--- config.mk ---
export PLATFORM = sky130hd
export DESIGN_NAME = axil_insn_fetch
export DESIGN_NICKNAME = d
export VERILOG_FILES = /design/src/fetch_pkg.sv /design/src/fetch_request_ctrl.sv /design/src/fetch_flush_counter.sv /design/src/fetch_word_fifo.sv /design/src/fetch_insn_unpack.sv /design/src/axil_insn_fetch.sv
export SDC_FILE = /design/constraint.sdc
export NUM_CORES = 1
export LEC_CHECK = 0
export ABC_AREA = 0
export CELL_PAD_IN_SITES_DETAIL_PLACEMENT = 1
export CELL_PAD_IN_SITES_GLOBAL_PLACEMENT = 1
export CORE_MARGIN = 8
export CORE_UTILIZATION = 56
export CTS_CLUSTER_SIZE = 20
export DETAILED_ROUTE_END_ITERATION = 16
export DONT_BUFFER_PORTS = 1
export PLACE_DENSITY_LB_ADDON = 0.1
export SLEW_MARGIN = 20
export SYNTH_ARGS = -nofsm -noshare
export SYNTH_HDL_FRONTEND = slang
export SYNTH_HIERARCHICAL = 1
export SYNTH_SLANG_ARGS = --single-unit
export TNS_END_PERCENT = 100
--- constraint.sdc ---
create_clock -name S_AXI_ACLK -period 6.55 [get_ports S_AXI_ACLK]
set_input_delay 0.9825 -clock S_AXI_ACLK [delete_from_list [all_inputs] [get_ports S_AXI_ACLK]]
set_output_delay 0.9825 -clock S_AXI_ACLK [all_outputs]
set_load 0.005 [all_outputs]
--- src/fetch_pkg.sv ---
// Instruction fetch package
// Bus constants, default widths and the sizing helper shared by the
// AXI-lite instruction fetch unit
package fetch_pkg;

	////////////////////////////////////////////////////////////
	// Default widths
	////////////////////////////////////////////////////////////

	// Bus address and data
	localparam int DEFAULT_ADDR_WIDTH = 32;
	localparam int DEFAULT_DATA_WIDTH = 64;

	// One CPU instruction
	localparam int DEFAULT_INSN_WIDTH = 32;

	// Words requested ahead of the CPU, power of two, 4 or more
	localparam int DEFAULT_FETCH_LIMIT = 16;

	////////////////////////////////////////////////////////////
	// Bus constants
	////////////////////////////////////////////////////////////

	// Unprivileged, secure, instruction access
	localparam logic [2:0] ARPROT_INSN = 3'b100;

	// SLVERR and DECERR both set this bit of RRESP
	localparam int RESP_ERR_BIT = 1;

	////////////////////////////////////////////////////////////
	// Sizing helpers
	////////////////////////////////////////////////////////////

	// Outstanding read counter width
	// Leaves generous headroom above the cache depth
	function automatic int outstanding_bits(input int fetch_limit);
		return $clog2(fetch_limit) + 4;
	endfunction

endpackage

--- src/fetch_request_ctrl.sv ---
// Fetch request controller
// Issues AXI-lite read-address requests, follows CPU redirects and
// throttles the stream against the cache fill and the bus ceiling
module fetch_request_ctrl #(
	parameter int ADDR_WIDTH  = fetch_pkg::DEFAULT_ADDR_WIDTH,
	parameter int DATA_WIDTH  = fetch_pkg::DEFAULT_DATA_WIDTH,
	parameter int FETCH_LIMIT = fetch_pkg::DEFAULT_FETCH_LIMIT
) (
	input  logic                  S_AXI_ACLK,
	input  logic                  S_AXI_ARESETN,
	input  logic                  i_cpu_reset,
	input  logic                  i_new_pc,
	input  logic                  i_clear_cache,
	input  logic [ADDR_WIDTH-1:0] i_pc,
	input  logic                  i_arready,
	input  logic                  i_word_taken,
	input  logic                  i_held_words,
	input  logic                  i_bus_full,
	output logic                  o_arvalid,
	output logic [ADDR_WIDTH-1:0] o_araddr,
	output logic                  o_restart,
	output logic                  o_flush_request
);

	// Byte offset bits within one bus word
	localparam int WORD_LSB = $clog2(DATA_WIDTH/8);
	// Fill must reach FETCH_LIMIT itself
	localparam int FILL_W = $clog2(FETCH_LIMIT) + 1;
	localparam int SUM_W = FILL_W + 1;

	logic                  pending_new_pc;
	logic [ADDR_WIDTH-1:0] pending_pc;
	logic [FILL_W-1:0]     fill;
	logic [SUM_W-1:0]      fill_sum;
	logic                  addr_free;

	// Reset counts as a restart so every downstream block clears
	assign o_restart = !S_AXI_ARESETN || i_cpu_reset || i_clear_cache || i_new_pc;

	// Address register may change
	assign addr_free = !o_arvalid || i_arready;

	////////////////////////////////////////////////////////////
	// Throttle
	////////////////////////////////////////////////////////////

	// Requested, waiting and held words
	assign fill_sum = {1'b0, fill} + SUM_W'(o_arvalid) + SUM_W'(i_held_words);

	// Words requested minus words popped by the unpacker
	always_ff @(posedge S_AXI_ACLK)
	begin
		if (o_restart)
			fill <= '0;
		else
			case ({o_arvalid && i_arready && !o_flush_request, i_word_taken})
			2'b10: fill <= fill + 1'b1;
			2'b01: fill <= fill - 1'b1;
			default: ;
			endcase
	end

	////////////////////////////////////////////////////////////
	// Address channel
	////////////////////////////////////////////////////////////

	always_ff @(posedge S_AXI_ACLK)
	begin
		if (!S_AXI_ARESETN)
			o_arvalid <= 1'b0;
		else if (addr_free)
		begin
			o_arvalid <= 1'b1;
			// Stale fill is ignored on a redirect
			if (!i_new_pc && fill_sum >= FETCH_LIMIT)
				o_arvalid <= 1'b0;
			if (i_cpu_reset || i_clear_cache || i_bus_full)
				o_arvalid <= 1'b0;
		end
	end

	// New pc, then pending pc, then next aligned word
	always_ff @(posedge S_AXI_ACLK)
	begin
		if (addr_free)
		begin
			if (i_new_pc)
				o_araddr <= i_pc;
			else if (pending_new_pc)
				o_araddr <= pending_pc;
			else if (o_arvalid)
				o_araddr <= ((o_araddr >> WORD_LSB) + 1'b1) << WORD_LSB;
		end
	end

	// Redirect that arrived while a request was stalled
	always_ff @(posedge S_AXI_ACLK)
	begin
		if (!S_AXI_ARESETN || i_clear_cache || addr_free)
			pending_new_pc <= 1'b0;
		else if (i_new_pc)
			pending_new_pc <= 1'b1;
	end

	always_ff @(posedge S_AXI_ACLK)
	begin
		if (i_new_pc)
			pending_pc <= i_pc;
	end

	// Stalled request at restart, its response is stale
	always_ff @(posedge S_AXI_ACLK)
	begin
		if (!S_AXI_ARESETN)
			o_flush_request <= 1'b0;
		else if (o_restart)
			o_flush_request <= o_arvalid && !i_arready;
		else if (i_arready)
			o_flush_request <= 1'b0;
	end

endmodule

--- src/fetch_flush_counter.sv ---
// Outstanding read and flush counter
// Tracks reads in flight on the bus and, after a restart, how many
// responses are still owed and must be thrown away
module fetch_flush_counter #(
	parameter int FETCH_LIMIT = fetch_pkg::DEFAULT_FETCH_LIMIT
) (
	input  logic S_AXI_ACLK,
	input  logic S_AXI_ARESETN,
	input  logic i_restart,
	input  logic i_arvalid,
	input  logic i_arready,
	input  logic i_rvalid,
	output logic o_flushing,
	output logic o_bus_full
);

	import fetch_pkg::*;

	localparam int W = outstanding_bits(FETCH_LIMIT);
	localparam int CW = W + 1;

	logic [W:0] outstanding;
	logic [W:0] next_outstanding;
	logic [W:0] new_flush_count;
	logic [W:0] flush_count;

	// Accepted requests minus responses
	always_comb
	begin
		next_outstanding = outstanding;
		case ({i_arvalid && i_arready, i_rvalid})
		2'b10: next_outstanding = outstanding + 1'b1;
		2'b01: next_outstanding = outstanding - 1'b1;
		default: ;
		endcase
	end

	always_ff @(posedge S_AXI_ACLK)
	begin
		if (!S_AXI_ARESETN)
		begin
			outstanding <= '0;
			o_bus_full <= 1'b0;
		end
		else
		begin
			outstanding <= next_outstanding;
			o_bus_full <= (next_outstanding >= (1 << W) - 1);
		end
	end

	// Owed responses, counting a request not yet accepted
	// Response in the restart cycle is dropped by the FIFO clear
	assign new_flush_count = outstanding + CW'(i_arvalid) - CW'(i_rvalid);

	always_ff @(posedge S_AXI_ACLK)
	begin
		if (!S_AXI_ARESETN)
		begin
			flush_count <= '0;
			o_flushing <= 1'b0;
		end
		else if (i_restart)
		begin
			flush_count <= new_flush_count;
			o_flushing <= (new_flush_count != 0);
		end
		else if (i_rvalid && flush_count != 0)
		begin
			flush_count <= flush_count - 1'b1;
			o_flushing <= (flush_count > 1);
		end
	end

endmodule

--- src/fetch_word_fifo.sv ---
// Fetch word cache
// Synchronous FIFO of returned bus words, each with its error flag
// Head entry is visible before it is read
module fetch_word_fifo #(
	parameter int DATA_WIDTH  = fetch_pkg::DEFAULT_DATA_WIDTH,
	parameter int FETCH_LIMIT = fetch_pkg::DEFAULT_FETCH_LIMIT
) (
	input  logic                  S_AXI_ACLK,
	input  logic                  i_clear,
	input  logic                  i_wr,
	input  logic [DATA_WIDTH-1:0] i_word,
	input  logic                  i_word_err,
	input  logic                  i_rd,
	output logic [DATA_WIDTH-1:0] o_word,
	output logic                  o_word_err,
	output logic                  o_empty
);

	// Depth bits, plus a wrap bit on each pointer
	localparam int LG_DEPTH = $clog2(FETCH_LIMIT);

	logic [DATA_WIDTH:0] mem [FETCH_LIMIT];
	logic [LG_DEPTH:0]   wr_ptr;
	logic [LG_DEPTH:0]   rd_ptr;

	assign o_empty = (wr_ptr == rd_ptr);

	// No full check, the request throttle bounds the fill
	always_ff @(posedge S_AXI_ACLK)
	begin
		if (i_wr)
			mem[wr_ptr[LG_DEPTH-1:0]] <= {i_word_err, i_word};
	end

	always_ff @(posedge S_AXI_ACLK)
	begin
		if (i_clear)
			wr_ptr <= '0;
		else if (i_wr)
			wr_ptr <= wr_ptr + 1'b1;
	end

	// Read of an empty FIFO is ignored
	always_ff @(posedge S_AXI_ACLK)
	begin
		if (i_clear)
			rd_ptr <= '0;
		else if (i_rd && !o_empty)
			rd_ptr <= rd_ptr + 1'b1;
	end

	// Fall-through head
	assign {o_word_err, o_word} = mem[rd_ptr[LG_DEPTH-1:0]];

endmodule

--- src/fetch_insn_unpack.sv ---
// Instruction unpacker
// Splits cached bus words into instructions, hands them to the CPU
// one per handshake and keeps the program counter of each
module fetch_insn_unpack #(
	parameter int ADDR_WIDTH = fetch_pkg::DEFAULT_ADDR_WIDTH,
	parameter int DATA_WIDTH = fetch_pkg::DEFAULT_DATA_WIDTH,
	parameter int INSN_WIDTH = fetch_pkg::DEFAULT_INSN_WIDTH
) (
	input  logic                  S_AXI_ACLK,
	input  logic                  i_restart,
	input  logic                  i_new_pc,
	input  logic [ADDR_WIDTH-1:0] i_pc,
	input  logic                  i_ready,
	input  logic [DATA_WIDTH-1:0] i_word,
	input  logic                  i_word_err,
	input  logic                  i_empty,
	output logic                  o_word_rd,
	output logic                  o_held_words,
	output logic [INSN_WIDTH-1:0] o_insn,
	output logic [ADDR_WIDTH-1:0] o_pc,
	output logic                  o_valid,
	output logic                  o_illegal
);

	localparam int WORD_LSB = $clog2(DATA_WIDTH/8);
	localparam int INSN_LSB = $clog2(INSN_WIDTH/8);
	localparam int INSNS_PER_WORD = DATA_WIDTH / INSN_WIDTH;
	localparam int FILL_W = $clog2(INSNS_PER_WORD) + 1;

	// Instructions of the held word not yet taken
	logic [FILL_W-1:0]     out_fill;
	logic [DATA_WIDTH-1:0] out_data;
	logic [WORD_LSB-1:0]   skip;
	logic                  accept;

	// Start slot of the first word after a redirect
	assign skip = o_pc[WORD_LSB-1:0] >> INSN_LSB;

	// An illegal instruction is never consumed
	assign accept = o_valid && i_ready && !o_illegal;

	// Idle, or the last instruction leaves this cycle
	assign o_word_rd = !o_illegal && (!o_valid || (i_ready && out_fill <= 1));

	assign o_held_words = o_valid && (!i_ready || o_illegal || out_fill > 1);

	assign o_insn = out_data[INSN_WIDTH-1:0];

	always_ff @(posedge S_AXI_ACLK)
	begin
		if (i_restart)
		begin
			o_valid <= 1'b0;
			o_illegal <= 1'b0;
			out_fill <= '0;
		end
		else if (o_word_rd)
		begin
			o_valid <= !i_empty;
			if (i_empty)
				out_fill <= '0;
			else if (o_valid)
				out_fill <= FILL_W'(INSNS_PER_WORD);
			else
				out_fill <= FILL_W'(INSNS_PER_WORD) - FILL_W'(skip);
			// Error sticks until the next restart
			if (!i_empty)
				o_illegal <= i_word_err;
		end
		else if (accept)
			out_fill <= out_fill - 1'b1;
	end

	// Lowest instruction always at the bottom
	always_ff @(posedge S_AXI_ACLK)
	begin
		if (o_word_rd)
		begin
			if (o_valid)
				out_data <= i_word;
			else
				out_data <= i_word >> (INSN_WIDTH * skip);
		end
		else if (accept)
			out_data <= out_data >> INSN_WIDTH;
	end

	always_ff @(posedge S_AXI_ACLK)
	begin
		if (i_new_pc)
			o_pc <= i_pc;
		else if (accept)
			o_pc <= ((o_pc >> INSN_LSB) + 1'b1) << INSN_LSB;
	end

endmodule

--- src/axil_insn_fetch.sv ---
// AXI-lite instruction fetch unit
// Streams read requests from a CPU-set program counter, caches the
// returned words and feeds instructions to the CPU one at a time
module axil_insn_fetch #(
	parameter int ADDR_WIDTH  = fetch_pkg::DEFAULT_ADDR_WIDTH,
	parameter int DATA_WIDTH  = fetch_pkg::DEFAULT_DATA_WIDTH,
	parameter int INSN_WIDTH  = fetch_pkg::DEFAULT_INSN_WIDTH,
	parameter int FETCH_LIMIT = fetch_pkg::DEFAULT_FETCH_LIMIT
) (
	input  logic                  S_AXI_ACLK,
	input  logic                  S_AXI_ARESETN,
	// CPU side
	input  logic                  i_cpu_reset,
	input  logic                  i_new_pc,
	input  logic                  i_clear_cache,
	input  logic [ADDR_WIDTH-1:0] i_pc,
	input  logic                  i_ready,
	output logic [INSN_WIDTH-1:0] o_insn,
	output logic [ADDR_WIDTH-1:0] o_pc,
	output logic                  o_valid,
	output logic                  o_illegal,
	// AXI-lite read address channel
	output logic                  o_axi_arvalid,
	input  logic                  i_axi_arready,
	output logic [ADDR_WIDTH-1:0] o_axi_araddr,
	output logic [2:0]            o_axi_arprot,
	// AXI-lite read data channel
	input  logic                  i_axi_rvalid,
	output logic                  o_axi_rready,
	input  logic [DATA_WIDTH-1:0] i_axi_rdata,
	input  logic [1:0]            i_axi_rresp
);

	import fetch_pkg::*;

	logic                  restart;
	logic                  flushing;
	logic                  bus_full;
	logic                  fifo_wr;
	logic                  word_rd;
	logic                  word_taken;
	logic                  held_words;
	logic [DATA_WIDTH-1:0] fifo_word;
	logic                  fifo_err;
	logic                  fifo_empty;

	assign o_axi_arprot = ARPROT_INSN;
	// Responses are never back-pressured
	assign o_axi_rready = 1'b1;

	// Responses owed from before a restart are dropped
	assign fifo_wr = i_axi_rvalid && !flushing;
	assign word_taken = word_rd && !fifo_empty;

	fetch_request_ctrl #(
		.ADDR_WIDTH (ADDR_WIDTH),
		.DATA_WIDTH (DATA_WIDTH),
		.FETCH_LIMIT(FETCH_LIMIT)
	) u_request_ctrl (
		.S_AXI_ACLK     (S_AXI_ACLK),
		.S_AXI_ARESETN  (S_AXI_ARESETN),
		.i_cpu_reset    (i_cpu_reset),
		.i_new_pc       (i_new_pc),
		.i_clear_cache  (i_clear_cache),
		.i_pc           (i_pc),
		.i_arready      (i_axi_arready),
		.i_word_taken   (word_taken),
		.i_held_words   (held_words),
		.i_bus_full     (bus_full),
		.o_arvalid      (o_axi_arvalid),
		.o_araddr       (o_axi_araddr),
		.o_restart      (restart),
		.o_flush_request()
	);

	fetch_flush_counter #(
		.FETCH_LIMIT(FETCH_LIMIT)
	) u_flush_counter (
		.S_AXI_ACLK   (S_AXI_ACLK),
		.S_AXI_ARESETN(S_AXI_ARESETN),
		.i_restart    (restart),
		.i_arvalid    (o_axi_arvalid),
		.i_arready    (i_axi_arready),
		.i_rvalid     (i_axi_rvalid),
		.o_flushing   (flushing),
		.o_bus_full   (bus_full)
	);

	fetch_word_fifo #(
		.DATA_WIDTH (DATA_WIDTH),
		.FETCH_LIMIT(FETCH_LIMIT)
	) u_word_fifo (
		.S_AXI_ACLK(S_AXI_ACLK),
		.i_clear   (restart),
		.i_wr      (fifo_wr),
		.i_word    (i_axi_rdata),
		.i_word_err(i_axi_rresp[RESP_ERR_BIT]),
		.i_rd      (word_rd),
		.o_word    (fifo_word),
		.o_word_err(fifo_err),
		.o_empty   (fifo_empty)
	);

	fetch_insn_unpack #(
		.ADDR_WIDTH(ADDR_WIDTH),
		.DATA_WIDTH(DATA_WIDTH),
		.INSN_WIDTH(INSN_WIDTH)
	) u_insn_unpack (
		.S_AXI_ACLK  (S_AXI_ACLK),
		.i_restart   (restart),
		.i_new_pc    (i_new_pc),
		.i_pc        (i_pc),
		.i_ready     (i_ready),
		.i_word      (fifo_word),
		.i_word_err  (fifo_err),
		.i_empty     (fifo_empty),
		.o_word_rd   (word_rd),
		.o_held_words(held_words),
		.o_insn      (o_insn),
		.o_pc        (o_pc),
		.o_valid     (o_valid),
		.o_illegal   (o_illegal)
	);

endmodule

==> results of run 1 <==
[routing by layer]
metal	up-vias	global-route usage [%]	share of wire (%)	wire length, µm
li1	10242	-	-	-
met1	12988	32.63	41	48560
met3	169	5.811	7.9	9438
met5	-	0	0	0
met2	903	39.44	50	58970
met4	0	5.708	1.7	2054
[cells by family (layout without fill, tap and decap cells)]
| logic type | after synthesis | count (layout) |
|---|---|---|
| muxes | 409 | 409 |
| AOI/OAI and AO/OA | 191 | 191 |
| DFF | 1246 | 1246 |
| buffers and inverters | 196 | 308 |
| and+or+nand+nor | 336 | 336 |
| adders and majority gates | 28 | 28 |
| xor gates and xnor gates | 76 | 76 |
| other | 2 | 6 |
[state kept, by name, summed over array words and instances (netlist names), 2 cells and up, named ones only]
signal                       count
u_insn_unpack/out_fill           2
u_word_fifo/rd_ptr               5
u_flush_counter/outstanding      9
u_request_ctrl/fill              5
u_insn_unpack/o_pc              32
u_insn_unpack/out_data          64
u_word_fifo/wr_ptr               5
u_request_ctrl/pending_pc       32
u_flush_counter/flush_count      9
u_word_fifo/mem               1040
u_request_ctrl/o_araddr         32
[per-stage QoR]
stage	util, %	total power, mW	cell area, µm²
after floorplan	-	9.678	50420
after global placement	57.29	9.804	51330
after detailed placement	57.29	9.842	51330
after CTS	61.90	16.95	55470
after global routing	61.90	17.27	55470
final	61.91	16.80	55470
[cells in the final DEF, fill, tap and decap left out, drive strengths merged, types with 4 or more instances in the layout]
cell type | Yosys | routed
buf | 91 | 33
and2 | 23 | 23
xor2 | 39 | 39
mux2 | 74 | 74
nor2b | 9 | 9
nand2 | 66 | 66
clkinv | 3 | 53
o21a | 9 | 9
bufinv | 0 | 6
clkbuf | 69 | 175
a21boi | 5 | 5
a22oi | 17 | 17
a22o | 4 | 4
and3 | 41 | 41
nand4 | 22 | 22
dfxtp | 46 | 46
mux4 | 325 | 325
nor2 | 68 | 68
nor3 | 11 | 11
inv | 33 | 40
ha | 27 | 27
a21oi | 35 | 35
o22ai | 6 | 6
a31oi | 16 | 16
mux2i | 10 | 10
or3 | 8 | 8
edfxtp | 1200 | 1200
nand2b | 6 | 6
nand3 | 38 | 38
a21o | 6 | 6
o31ai | 12 | 12
o21ai | 52 | 52
nor4 | 10 | 10
or4 | 13 | 13
xnor2 | 37 | 37
a211oi | 6 | 6
conb | 2 | 4
[layout make-up]
cell class | instances | area, µm²
Fill cell | 7354 | 34130
Inverter | 36 | 135.1
Multi-Input combinational cell | 1044 | 12450
Clock inverter | 64 | 504.2
Tap cell | 1176 | 1471
Sequential cell | 1246 | 36970
Clock buffer | 175 | 3633
Antenna cell | 2 | 5.005
Timing Repair Buffer | 33 | 297.8
[worst max-delay path by stage]
stage / depth (start not counted) / start / end
2_1_floorplan: 3 / i_ready / u_insn_unpack/out_fill[1]$_SDFFE_PP0P_
3_3_place_gp: 11 / i_axi_arready / u_flush_counter/o_bus_full$_SDFF_PN0_
3_5_place_dp: 11 / i_axi_arready / u_flush_counter/o_bus_full$_SDFF_PN0_
4_1_cts: 5 / register / u_insn_unpack/out_data[17]$_DFFE_PP_
5_1_grt: 5 / register / u_insn_unpack/out_data[26]$_DFFE_PP_
6_report: 5 / register / u_insn_unpack/out_data[25]$_DFFE_PP_
[report_power, final]
part,total (mW),switching [mW],internal (mW),leakage (nW)
clock network,7.12,2.98,4.14,2.02
logic,0.640,0.351,0.289,3.79
registers,9.03,0.142,8.89,11.4
total,16.8,3.47,13.3,17.2
==> flow_summary.yaml, run 1 <==
logic_synthesis:
  synth-xor-area-share_pct: 1.320
  synthMuxAreaShare_pct: 16.37
  async_flop_share_pct: 0
  yosysWarnings: 6
  yosysMostFrequentCell: "edfxtp_1"
  synth-edff-count: 1200
  synth_compound_area_share_pct: 2.462
  synth_top_family_by_area: "multiplexers"
  ys_ff_latch: 1246
  yosys.cell_types.count: 83
  synth_fa_ha_area_share_pct: 0.7099
  synth.area.top_cells: "edfxtp_1 (71%), mux4_2 (15%), dfxtp_1 (1.8%)"
  synthCells: 2484
  avgSynthCellArea_um2: 20.29
  synth_top_area_share_pct: 71.48
  ys.flop_type: "edfxtp_1"
  yosysTopAreaCell: "edfxtp_1"
  yosys.area_share.simple_pct: 3.678
  syn_area_um2: 50410
  yosysSeqAreaShare_pct: 73.31
  synthTopCellsByCount: "edfxtp_1 (1,200), mux4_2 (325), mux2_2 (71)"
layout:
  syn2layout_area_growth_pct: 10.04
  nNetsFinal: 2627
  fin_cells: 3776
  drive_gt1_share_pct: 24.83
global_route:
  grt_pass1_vias: 25640
  grt_pass1_wl_um: 173900
  overflow: 0
  gr-usage-all-layers_pct: 23.95
  grt_max_degree: 117
  antenna_found_initial: 1
critical_path:
  worstPathMaxFanout: 76
  start_kind: "register"
  slowest_stage: "dfxtp_4"
  reg2reg_slack_ps: 2970
  crit_path_end_kind: "register"
  slowest_delay_ps: 890
  reg2reg_to: "u_insn_unpack/out_data[25]$_DFFE_PP_"
  arrival_ps: 4050
  worstPathRequired_ps: 7020
  worst-path-buf-inv: 1
  rr_worst_depth: 5
  path_class: "reg2reg"
  crit_family: "multiplexers"
  worstPathCellList: "buf_12 > mux4_2 > mux4_2 > mux2_2 > mux2_2"
cts:
  clkTransAtPathRegs_ps: 60
  cts_tree: "done"
  insertion_delay_ps: 730
  numCtsBuffers: 132
  post-cts-setup-buffers: 0
  cts_hold_buf: 0
  ctsResizeCount: 0
  cts_root_buf: "clkbuf_16"
  htreeDepth: 4
  cts.sinks: 1246
  clockBufferDepth: 3
pwr:
  p_per_area_nw_per_um2: 302.8
  p_leak_nw: 17.21
  ir_drop_mv: 0.2430
placement:
  port-buffer-count: 0
  gp_congestion: 0.8134
  place_ws_ps: 2661
  dp_hpwl_um: 64320
  placed_cells: 3535
timing:
  clock.fmax_mhz: 279.1
  min_period_ps: 3583
  hold_violations: 0
  setup-tns-final_ps: 0
  period_share_pct: 54.70
  clock_skew_ps: 25.86
  worstMarginPinSlew_ps: 1082
  fin_ws_ps: 2967
  drv_slew: 0
  whs_ps: 322.2
  slew_headroom_pct: 27.86
  rsz0062_at_grt: "no"
  setup_viol: 0
hold_path:
  holdCritPathClass: "in2reg"
  holdPathStages: 1
  min_to: "u_request_ctrl/o_flush_request$_SDFFE_PN0P_"
  hold_start: "i_axi_arready"
floorplanning:
  dieWidth_um: 316.0
  coreArea_um2: 89600
  fp-row-count: 110
  design.die.area_um2: 99880
  initial_utilization_pct: 56.26
  die_h_um: 316.0
  io_pins: 209
detailed_routing:
  wl_um: 119000
  drt_first_pass_iters: 6
  num_vias: 24302
  final_antenna_net_count: 0
  avgViaCountPerCell: 6.436
  post_drt_wl_per_cell_um: 31.52
  route.detailed.drc: 0
  drt_iter0_drc: 2294
run:
  maxCapViolCount: 0
run_status:
  outcome: "complete, no violations"
No activity file was read; power rests on OpenSTA's default activity.
==> run 2, diff against run 1 <==
Settings changed: ABC_AREA 0 to 1, CORE_UTILIZATION 56 to 52.
Clock period 6.55 ns to 3.72 ns, I/O delays scaled along.
==> run 2 against run 1 <==
Against the previous run:
- sequential power grew 76%
- synthesized cell count grew 93%
- register-to-register slack lost 2000 ps
- flip-flop and latch count is the same
- non-clock buffer count grew 180
- via count grew 53%
- global-route usage grew 3.2 points
- critical path type unchanged
==> flow_summary.yaml, run 2 <==
logic_synthesis:
  synth-edff-count: 1200
  yosys.cell_types.count: 51
  synthCells: 4804
  yosysSeqAreaShare_pct: 68.35
  syn_area_um2: 54070
  synth_top_area_share_pct: 66.64
  yosysWarnings: 6
  ys.flop_type: "edfxtp_1"
  ys_ff_latch: 1246
  async_flop_share_pct: 0
  synthTopCellsByCount: "edfxtp_1 (1,200), nand2_1 (814), inv_1 (648)"
  avgSynthCellArea_um2: 11.26
  yosysMostFrequentCell: "edfxtp_1"
  yosysTopAreaCell: "edfxtp_1"
  synth.area.top_cells: "edfxtp_1 (67%), nand2_1 (5.7%), nand3_1 (4.7%)"
floorplanning:
  fp-row-count: 118
  initial_utilization_pct: 52.32
  die_h_um: 338.5
  io_pins: 209
  design.die.area_um2: 114600
  dieWidth_um: 338.5
  coreArea_um2: 103300
layout:
  layout_commonest_cell: "edfxtp_1"
  layout_common_cells: "edfxtp_1 (1,200), nand2_1 (814), inv_1 (646)"
  stdcell_area_um2: 61110
  fin_cells: 6353
  final_util_pct: 59.13
  nNetsFinal: 4992
  nFillCells: 10586
  drive_gt1_share_pct: 7.824
  largest_reg_flops: 1040
  syn2layout_area_growth_pct: 13.01
detailed_routing:
  top_layer: "met5"
  drt-met1-wl_um: 65400
  drt_first_pass_iters: 6
  num_vias: 37128
  dr_wl_met3_um: 10500
  post_drt_wl_per_cell_um: 25.17
  wl_um: 159900
  route.detailed.drc: 0
  met2_length_um: 78940
  avgViaCountPerCell: 5.844
  drt_iter0_drc: 3394
  final_antenna_net_count: 0
placement:
  place_ws_ps: 927.9
  port-buffer-count: 0
  gp_congestion: 0.8365
  placed_cells: 5998
  placed_area_um2: 55830
  dp_hpwl_um: 89950
cts:
  cts_tree: "done"
  clkTransAtPathRegs_ps: 60
  htreeDepth: 4
  numCtsBuffers: 134
  cts.sinks: 1246
  insertion_delay_ps: 760
  cts_hold_buf: 104
  ctsResizeCount: 0
  cts_root_buf: "clkbuf_16"
  clockBufferDepth: 3
  post-cts-setup-buffers: 0
timing:
  drv_slew: 0
  slew_headroom_pct: 24.54
  clock_skew_ps: 32.12
  whs_ps: 50.12
  setup_viol: 0
  min_period_ps: 2781
  worstMarginPinSlew_ps: 1129
  period_share_pct: 74.75
  clock.fmax_mhz: 359.6
  hold_violations: 0
  rsz0062_at_grt: "no"
  fin_ws_ps: 939.4
  setup-tns-final_ps: 0
run_status:
  outcome: "complete, no violations"
global_route:
  grt_max_degree: 131
  gr-usage-all-layers_pct: 27.18
  grt_pass1_vias: 38609
  overflow: 0
  grt_pass1_wl_um: 238700
  antenna_found_initial: 15
critical_path:
  crit_path_end_kind: "register"
  arrival_ps: 3260
  worstPathRequired_ps: 4200
  start_kind: "register"
  path_class: "reg2reg"
  worstPathMaxFanout: 60
pwr:
  ir_drop_mv: 0.4448
  p_per_area_nw_per_um2: 492.4
  finalPower_mw: 30.09
  p_leak_nw: 22.11
run:
  maxCapViolCount: 0
hold_path:
  holdCritPathClass: "in2reg"
run 2: cell types whose count changed in the layout (fill, tap and decap cells not counted), moves of 118 or more:
cell / before / now
inv_1: 31 / 646
a21oi_1: 34 / 301
nor2_1: 67 / 185
nand2_1: 65 / 814
o211ai_1: 2 / 271
o21ai_0: 30 / 286
mux4_2: 325 / 0
nand3_1: 38 / 513
run 2: path summary, 6_finish.rpt:
check | endpoint | depth (start not counted) | from | slack [ps]
max | u_insn_unpack/out_data[19]$_DFFE_PP_ | 8 | register | 940
min reg2reg | u_request_ctrl/o_flush_request$_SDFFE_PN0P_ | 1 | u_request_ctrl/o_flush_request$_SDFFE_PN0P_ | 480
min | u_flush_counter/flush_count[2]$_SDFFE_PN0P_ | 3 | i_axi_rvalid | 50
max reg2reg | u_insn_unpack/out_data[19]$_DFFE_PP_ | 8 | register | 940
run 2: cell families (layout without fill, tap and decap cells):
logic type	Yosys count	after routing	share of synthesized area, %
adder cells (fa/ha/maj)	28	28	0.6618
buffers and inverters	960	1113	7.465
other	2	18	0.01389
AO/OA/AOI/OAI	924	924	10.01
AND/OR/NAND/NOR	1615	1615	13.03
XOR/XNOR	29	29	0.4697
flip-flops	1246	1246	68.35
run 2: cell type report:
class,count,area [µm²],share of cell area (%)
multi-input combinational,2600,13240,21.67
sequential,1246,36970,60.50
clock buffer,165,3565,5.834
clock inverter,72,618.1,1.012
timing repair buffer,213,2452,4.013
tap,1380,1727,2.826
antenna,14,35.03,0.05733
inverter,663,2496,4.085
run 2: worst max-delay path, stage by stage (launching register included):
cell,delay (ps)
dfxtp_4,790
buf_12,290
buf_12,290
o211ai_1,150
nand3_1,110
nand3_1,100
nand2_1,160
nand2_1,70
a31oi_1,480
run 2: layer usage:
metal | GRT usage [%] | up-vias
li1 | - | 16816
met1 | 35.14 | 18834
met2 | 45.86 | 1172
met3 | 5.163 | 298
met4 | 9.739 | 8
met5 | 0 | -
run 2: where the power goes:
group / switching (mW) / total (mW) / internal [mW]
Combinational: 0.944 / 1.36 / 0.420
Sequential: 0.230 / 15.9 / 15.6
Clock: 5.48 / 12.9 / 7.38
